**config.mk**
```make
export PLATFORM = sky130hd
export DESIGN_NAME = fifo_axis_top
export DESIGN_NICKNAME = d
export VERILOG_FILES = /design/src/fifo_pkg.sv /design/src/axis_pkg.sv /design/src/fifo_axis_top.sv /design/src/fifo2axis.sv /design/src/mod_counter.sv /design/src/sync_fifo.sv
export VERILOG_INCLUDE_DIRS = /design/src
export SDC_FILE = /design/constraint.sdc
export NUM_CORES = 1
export LEC_CHECK = 0
export BUFFER_PORTS_ARGS = -buffer_cell sky130_fd_sc_hd__buf_4
export CORE_MARGIN = 3
export CORE_UTILIZATION = 30
export DETAILED_ROUTE_END_ITERATION = 10
export PLACE_DENSITY_LB_ADDON = 0.2
export SYNTH_ARGS = -nofsm -noshare
export SYNTH_HDL_FRONTEND = slang
export SYNTH_SLANG_ARGS = --single-unit
```
**constraint.sdc**
```tcl
create_clock -name clk_i -period 3.4 [get_ports clk_i]
set_input_delay 0.17 -clock clk_i [delete_from_list [all_inputs] [get_ports clk_i]]
set_output_delay 0.17 -clock clk_i [all_outputs]
set_load 0.03 [all_outputs]
```
**src/axis_settings.svh**
```systemverilog
`ifndef AXIS_SETTINGS_SVH
`define AXIS_SETTINGS_SVH

// width of one stream word, also the FIFO word
`define AXIS_DATA_W 32

// packet length and word counter width
`define AXIS_LEN_W 8

// log2 of the FIFO depth
`define FIFO_ADDR_W 4

// number of FIFO entries
`define FIFO_DEPTH (1 << `FIFO_ADDR_W)

`endif
```
**src/fifo_pkg.sv**
```systemverilog
`include "axis_settings.svh"

package fifo_pkg;

   // read and write pointers
   typedef logic [`FIFO_ADDR_W-1:0] fifo_addr_t;

   // occupancy, one bit wider to reach the full count
   typedef logic [`FIFO_ADDR_W:0] fifo_lvl_t;

endpackage

```
**src/axis_pkg.sv**
```systemverilog
`include "axis_settings.svh"

package axis_pkg;

   // one word on the stream and in the FIFO
   typedef logic [`AXIS_DATA_W-1:0] axis_data_t;

   // packet length and running word count
   typedef logic [`AXIS_LEN_W-1:0] axis_len_t;

   // words held inside the converter, 0 to 2
   typedef logic [1:0] axis_lvl_t;

endpackage

```
**src/fifo_axis_top.sv**
```systemverilog
`timescale 1ns/1ps
`include "axis_settings.svh"

module fifo_axis_top
   import axis_pkg::*;
   import fifo_pkg::*;
(
   input  logic       clk_i,
   input  logic       rst_n_i,

   // producer side
   input  logic       wr_en_i,
   input  axis_data_t wr_data_i,
   output logic       full_o,
   output fifo_lvl_t  fifo_level_o,

   // converter control
   input  logic       en_i,
   input  axis_len_t  len_i,
   output axis_lvl_t  level_o,

   // AXI-Stream master
   output logic       axis_tvalid_o,
   output axis_data_t axis_tdata_o,
   input  logic       axis_tready_i,
   output logic       axis_tlast_o
);

   logic       fifo_read;
   logic       fifo_empty;
   axis_data_t fifo_rdata;

   sync_fifo u_fifo (
      .clk_i    (clk_i),
      .rst_n_i  (rst_n_i),
      .wr_en_i  (wr_en_i),
      .wr_data_i(wr_data_i),
      .rd_en_i  (fifo_read),
      .rd_data_o(fifo_rdata),
      .empty_o  (fifo_empty),
      .full_o   (full_o),
      .level_o  (fifo_level_o)
   );

   fifo2axis u_f2a (
      .clk_i        (clk_i),
      .rst_n_i      (rst_n_i),
      .en_i         (en_i),
      .len_i        (len_i),
      .level_o      (level_o),
      .fifo_empty_i (fifo_empty),
      .fifo_read_o  (fifo_read),
      .fifo_rdata_i (fifo_rdata),
      .axis_tvalid_o(axis_tvalid_o),
      .axis_tdata_o (axis_tdata_o),
      .axis_tready_i(axis_tready_i),
      .axis_tlast_o (axis_tlast_o)
   );

endmodule

```
**src/fifo2axis.sv**
```systemverilog
`timescale 1ns/1ps
`include "axis_settings.svh"

module fifo2axis
   import axis_pkg::*;
(
   input  logic       clk_i,
   input  logic       rst_n_i,
   input  logic       en_i,
   input  axis_len_t  len_i,
   output axis_lvl_t  level_o,

   // FIFO read side
   input  logic       fifo_empty_i,
   output logic       fifo_read_o,
   input  axis_data_t fifo_rdata_i,

   // AXI-Stream master
   output logic       axis_tvalid_o,
   output axis_data_t axis_tdata_o,
   input  logic       axis_tready_i,
   output logic       axis_tlast_o
);

   axis_len_t  word_cnt;
   axis_len_t  len_m1;
   logic       tlast_nxt;

   logic       read_ok;
   logic       fifo_read_r;
   logic       out_en;

   // skid stage
   logic       saved;
   axis_data_t saved_data;
   logic       saved_last;

   // output stage
   logic       out_valid;
   axis_data_t out_data;
   logic       out_last;

   // read when the sink takes a word, or when nothing is parked
   // and nothing is on its way back from the FIFO
   assign read_ok     = axis_tready_i | ~(saved | fifo_read_r);
   assign fifo_read_o = en_i & ~fifo_empty_i & read_ok;

   // output stage free when empty or draining this cycle
   assign out_en = ~out_valid | axis_tready_i;

   // packet boundary from the read count
   assign len_m1    = len_i - axis_len_t'(1);
   assign tlast_nxt = (word_cnt == len_m1);

   // count advances on the read, so it matches the word returned next cycle
   mod_counter u_word_cnt (
      .clk_i  (clk_i),
      .rst_n_i(rst_n_i),
      .en_i   (fifo_read_o),
      .mod_i  (len_m1),
      .count_o(word_cnt)
   );

   always_ff @(posedge clk_i or negedge rst_n_i) begin
      if (!rst_n_i) begin
         fifo_read_r <= 1'b0;
         saved       <= 1'b0;
         out_valid   <= 1'b0;
         out_last    <= 1'b0;
      end else begin
         fifo_read_r <= fifo_read_o;
         if (out_en) begin
            // the parked word goes first, otherwise the fresh one
            saved     <= 1'b0;
            out_valid <= saved | fifo_read_r;
            out_last  <= saved ? saved_last : (fifo_read_r & tlast_nxt);
         end else if (fifo_read_r) begin
            // output blocked, keep the word that just arrived
            saved <= 1'b1;
         end
      end
   end

   // skid data, captured on every returned word
   always_ff @(posedge clk_i) begin
      if (fifo_read_r) begin
         saved_data <= fifo_rdata_i;
         saved_last <= tlast_nxt;
      end
   end

   always_ff @(posedge clk_i) begin
      if (out_en) begin
         out_data <= saved ? saved_data : fifo_rdata_i;
      end
   end

   // words held: skid plus output
   always_comb begin
      if (saved && out_valid) begin
         level_o = 2'd2;
      end else if (saved || out_valid) begin
         level_o = 2'd1;
      end else begin
         level_o = 2'd0;
      end
   end

   assign axis_tvalid_o = out_valid;
   assign axis_tdata_o  = out_data;
   assign axis_tlast_o  = out_last;

endmodule

```
**src/mod_counter.sv**
```systemverilog
`timescale 1ns/1ps
`include "axis_settings.svh"

module mod_counter
   import axis_pkg::*;
(
   input  logic      clk_i,
   input  logic      rst_n_i,
   input  logic      en_i,
   input  axis_len_t mod_i,
   output axis_len_t count_o
);

   axis_len_t count_nxt;

   // wrap to zero once the limit has been reached
   assign count_nxt = (count_o == mod_i) ? '0 : count_o + axis_len_t'(1);

   // all ones at reset so the first enable lands on zero
   always_ff @(posedge clk_i or negedge rst_n_i) begin
      if (!rst_n_i) begin
         count_o <= {`AXIS_LEN_W{1'b1}};
      end else if (en_i) begin
         count_o <= count_nxt;
      end
   end

endmodule

```
**src/sync_fifo.sv**
```systemverilog
`timescale 1ns/1ps
`include "axis_settings.svh"

module sync_fifo
   import axis_pkg::*;
   import fifo_pkg::*;
(
   input  logic       clk_i,
   input  logic       rst_n_i,
   input  logic       wr_en_i,
   input  axis_data_t wr_data_i,
   input  logic       rd_en_i,
   output axis_data_t rd_data_o,
   output logic       empty_o,
   output logic       full_o,
   output fifo_lvl_t  level_o
);

   axis_data_t mem [`FIFO_DEPTH];

   fifo_addr_t wr_ptr;
   fifo_addr_t rd_ptr;
   fifo_lvl_t  level;

   logic       wr_ok;
   logic       rd_ok;

   // writes while full and reads while empty are dropped
   assign wr_ok = wr_en_i & ~full_o;
   assign rd_ok = rd_en_i & ~empty_o;

   // flags follow the occupancy counter
   assign empty_o = (level == '0);
   assign full_o  = (level == fifo_lvl_t'(`FIFO_DEPTH));
   assign level_o = level;

   always_ff @(posedge clk_i or negedge rst_n_i) begin
      if (!rst_n_i) begin
         wr_ptr <= '0;
         rd_ptr <= '0;
         level  <= '0;
      end else begin
         if (wr_ok) begin
            wr_ptr <= wr_ptr + fifo_addr_t'(1);
         end
         if (rd_ok) begin
            rd_ptr <= rd_ptr + fifo_addr_t'(1);
         end
         // simultaneous push and pop leaves the count unchanged
         if (wr_ok && !rd_ok) begin
            level <= level + fifo_lvl_t'(1);
         end else if (rd_ok && !wr_ok) begin
            level <= level - fifo_lvl_t'(1);
         end
      end
   end

   // storage array
   always_ff @(posedge clk_i) begin
      if (wr_ok) begin
         mem[wr_ptr] <= wr_data_i;
      end
   end

   // read data shows up the cycle after the strobe
   always_ff @(posedge clk_i) begin
      if (rd_ok) begin
         rd_data_o <= mem[rd_ptr];
      end
   end

endmodule

```
==> flow_summary_export.csv <==
group,metric,value,unit
run_status,outcome,"finished clean",
timing,fmax,347,MHz
timing,fin_ws,517,ps
placed_design,hpwlAfterDp,30.5,mm
power,ir_drop,0.374,mV
yosys,syn_area,24100,µm²
timing,setup_viol,0,
finish,stdcell_area,29000,µm²
yosys,ys_warn_count,0,
routing,ant_nets,0,
global_routing,grt_use_met2,20.8,%
timing,fin_crit_sh,84.8,%
global_routing,antenna_found_initial,2,
placed_design,routabilityCongestion,0.717,
clock_network,htree_num_levels,3,
global_routing,overflow,0,
clock_network,clock_path_buffers,3,
placed_design,dp_cells,2165,
timing,hold_violations,0,
yosys,yosys-top-cells-count,"609 x edfxtp_1, 160 x mux4_2, 33 x mux2_2, 23 x nor2_1, 21 x nand2_1",
yosys,synth_area_leaders,"edfxtp_1 76%, mux4_2 15%, dfrtp_1 1.8%, mux2_2 1.5%, dfstp_2 0.87%",
run,maxCapViolations,0,
critical_path,r2r_slack,520,ps
timing,tightest_slew,1200,ps
timing,final.min_clock_period,2880,ps
floorplanning,initial_core_util,30.4,%
finish,stdcell_count,2322,
critical_path,timing.rr.start,"u_fifo.level_o[0]",
routing,dr.first_iter.drc_count,733,
yosys,synth_nets,1085,
critical_path,required,3870,ps
worst_hold_path,min_path_type,"in2async",
global_routing,grt_busiest_layer,"met2",
finish,fin_util,36.5,%
power,total_power,24.4,mW
global_routing,grt.met1_usage,17.5,%
finish,drive_gt1_share,36.1,%
clock_network,tritoncts,"done",
routing,viasPerCell,4.65,
critical_path,cp_slowest_cell,"nor2b_1",
clock_network,cts_root_buffer,"clkbuf_16",
clock_network,cts-buffers-inserted,70,
critical_path,setup.worst_path.end_class,"register",
floorplanning,core-area,79400,µm²
yosys,synth_top_cell_by_area,"edfxtp_1",
yosys,synth_top_area_share,75.8,%
yosys,synth_cells,1027,
global_routing,grt_pass1_wl,78.5,mm
floorplanning,ios,87,
routing,wl_per_cell,22.5,µm
power,leakagePower,9.30,nW
yosys,synth-adder-area-share,0.705,%
timing,relSlewSlack,20.1,%
yosys,synth.yosys.seq_area_share,78.4,%
floorplanning,row_count,103,
timing,fin_hold_ws,30.6,ps
global_routing,grt_max_degree,69,
yosys,ys_types,40,
power,power.density,841,nW/µm²
timing,rsz0062_at_grt,"false",
yosys,synth_simple_gate_area_share,1.61,%
routing,routed_wl,52.3,mm
yosys,synthFlopType,"edfxtp_1",
placed_design,io_buffers,86,
critical_path,startpoint_type,"register",
critical_path,r2r_cells,11,
timing,final-max-slew-violation-count,0,
placed_design,placed_area,26400,µm²
critical_path,cp_top_family,"simple AND/OR/NAND/NOR gates",
routing,drc,0,
global_routing,grt.met3_usage,2.40,%
critical_path,crit_fanout,9,
yosys,async_flop_share,3.94,%
critical_path,timing.rr.end,"u_fifo.level_o[4]",
timing,setup-tns-final,0,ps
yosys,synthMuxAreaShare,16.5,%
critical_path,path_class,"reg2reg",
clock_network,worstSkewPairLatency,590,ps
yosys,avgSynthCellArea,23.5,µm²
floorplanning,die_y,290,µm
placed_design,pre_cts_slack,473,ps
yosys,synth.most_common_cell,"edfxtp_1",
critical_path,cp_num_buf_inv,1,
floorplanning,die_area,83900,µm²
critical_path,worstPathArrival,3350,ps
routing,vias,10800,
yosys,ys_seq_elements,634,
yosys,synth_top_family_by_area,"multiplexers",
floorplanning,die_w,290,µm
yosys,synth-compound-area-share,0.757,%
critical_path,crit_path_start,"u_fifo.level_o[0]",
yosys,synth_enable_flop_cells,609,
clock_network,clkTransAtPathRegs,60,ps
timing,finClkSkew,18.9,ps
critical_path,path_cells,"or4_1 -> nor2_1 -> nor2b_1 -> ha_1 -> inv_1 -> fa_1 -> a21o_1 -> a21oi_1 -> xnor2_1 -> nor2_1 -> xnor2_1",
yosys,synth_xor_area_share,0.762,%
finish,nets,1278,
global_routing,grt_usage,12.8,%
finish,syn2layout_area_growth,20.2,%
routing,drt_first_pass_iters,5,
clock_network,clkSinkCount,634,
finish,fillers,7277,
global_routing,grt_pass1_vias,11727,
critical_path,worst_path_largest_cell_delay,550,ps
-- final cells by class --
cell class | count | area (µm²) | share of cell area (%)
flip-flops and latches | 634 | 18900 | 65.3
multi-input cells | 337 | 5040 | 17.4
clock buffers | 90 | 1900 | 6.55
repair buffers | 168 | 1440 | 4.98
well taps | 1050 | 1310 | 4.53
clock inverters | 32 | 343 | 1.18
inverters | 9 | 33.8 | 0.116
diodes | 2 | 5.00 | 0.0173
-- metal layers --
metal  up-vias  part of all wire (%)
li1       4713                     -
met2       190                    48
met5         -                     0
met3        72                   4.2
met4         0                   2.1
met1      5825                    45
-- how the worst max path moves through the flow --
stage                              endpoint  slack (ps)  cells after the start
after floorplan           u_fifo.level_o[4]         210                     12
after global placement    u_fifo.level_o[4]         490                     11
after detailed placement  u_fifo.level_o[4]         470                     11
after CTS                 u_fifo.level_o[4]         450                     11
after global routing      u_fifo.level_o[4]         220                     11
final                     u_fifo.level_o[4]         520                     11
-- kinds of logic after synthesis --
| group | count (synthesis) |
|---|---|
| DFF | 634 |
| muxes | 193 |
| and+or+nand+nor | 81 |
| buffers and inverters | 56 |
| AOI/OAI and AO/OA | 29 |
| xor gates and xnor gates | 21 |
| adders and majority gates | 13 |
-- report_power, final --
part	switching, mW	internal [mW]	leakage, nW	total, mW
registers	0.690	10.1	5.85	10.8
logic	3.14	3.05	2.38	6.19
clock network	3.00	4.41	1.08	7.41
-- layout by cell type, fill, tap and decap left out, types with 12 or more instances in the layout --
| master | instances |
|---|---|
| edfxtp_1 | 609 |
| mux4_2 | 160 |
| buf_4 | 127 |
| clkbuf_16 | 72 |
| mux2_2 | 33 |
| dlygate4sd3_1 | 33 |
| nand2_1 | 21 |
| clkbuf_1 | 15 |
| xnor2_1 | 14 |
| nor2_4 | 12 |
| ha_1 | 12 |
-- sequential cells by signal, indices dropped and copies added (netlist names) --
| signal | count |
|---|---|
| u_f2a.axis_tlast_o | 1 |
| u_fifo.rd_data_o | 32 |
| u_f2a.axis_tdata_o | 32 |
| u_f2a.fifo_read_r | 1 |
| u_f2a.saved_data | 32 |
| u_fifo.rd_ptr | 4 |
| u_fifo.wr_ptr | 4 |
| u_fifo.mem | 512 |
| u_f2a.u_word_cnt.count_o | 8 |
| u_f2a.saved | 1 |
| u_f2a.saved_last | 1 |
| u_fifo.level_o | 5 |
| u_f2a.axis_tvalid_o | 1 |
-- timing repair --
| item | CTS | global route |
|---|---|---|
| endpoints found under the hold margin | 537 | 0 |
| gates resized for setup | 0 | 0 |
| hold buffers | 33 | 0 |
| buffers inserted | 0 | 0 |
(Power assumes the default switching activity.)
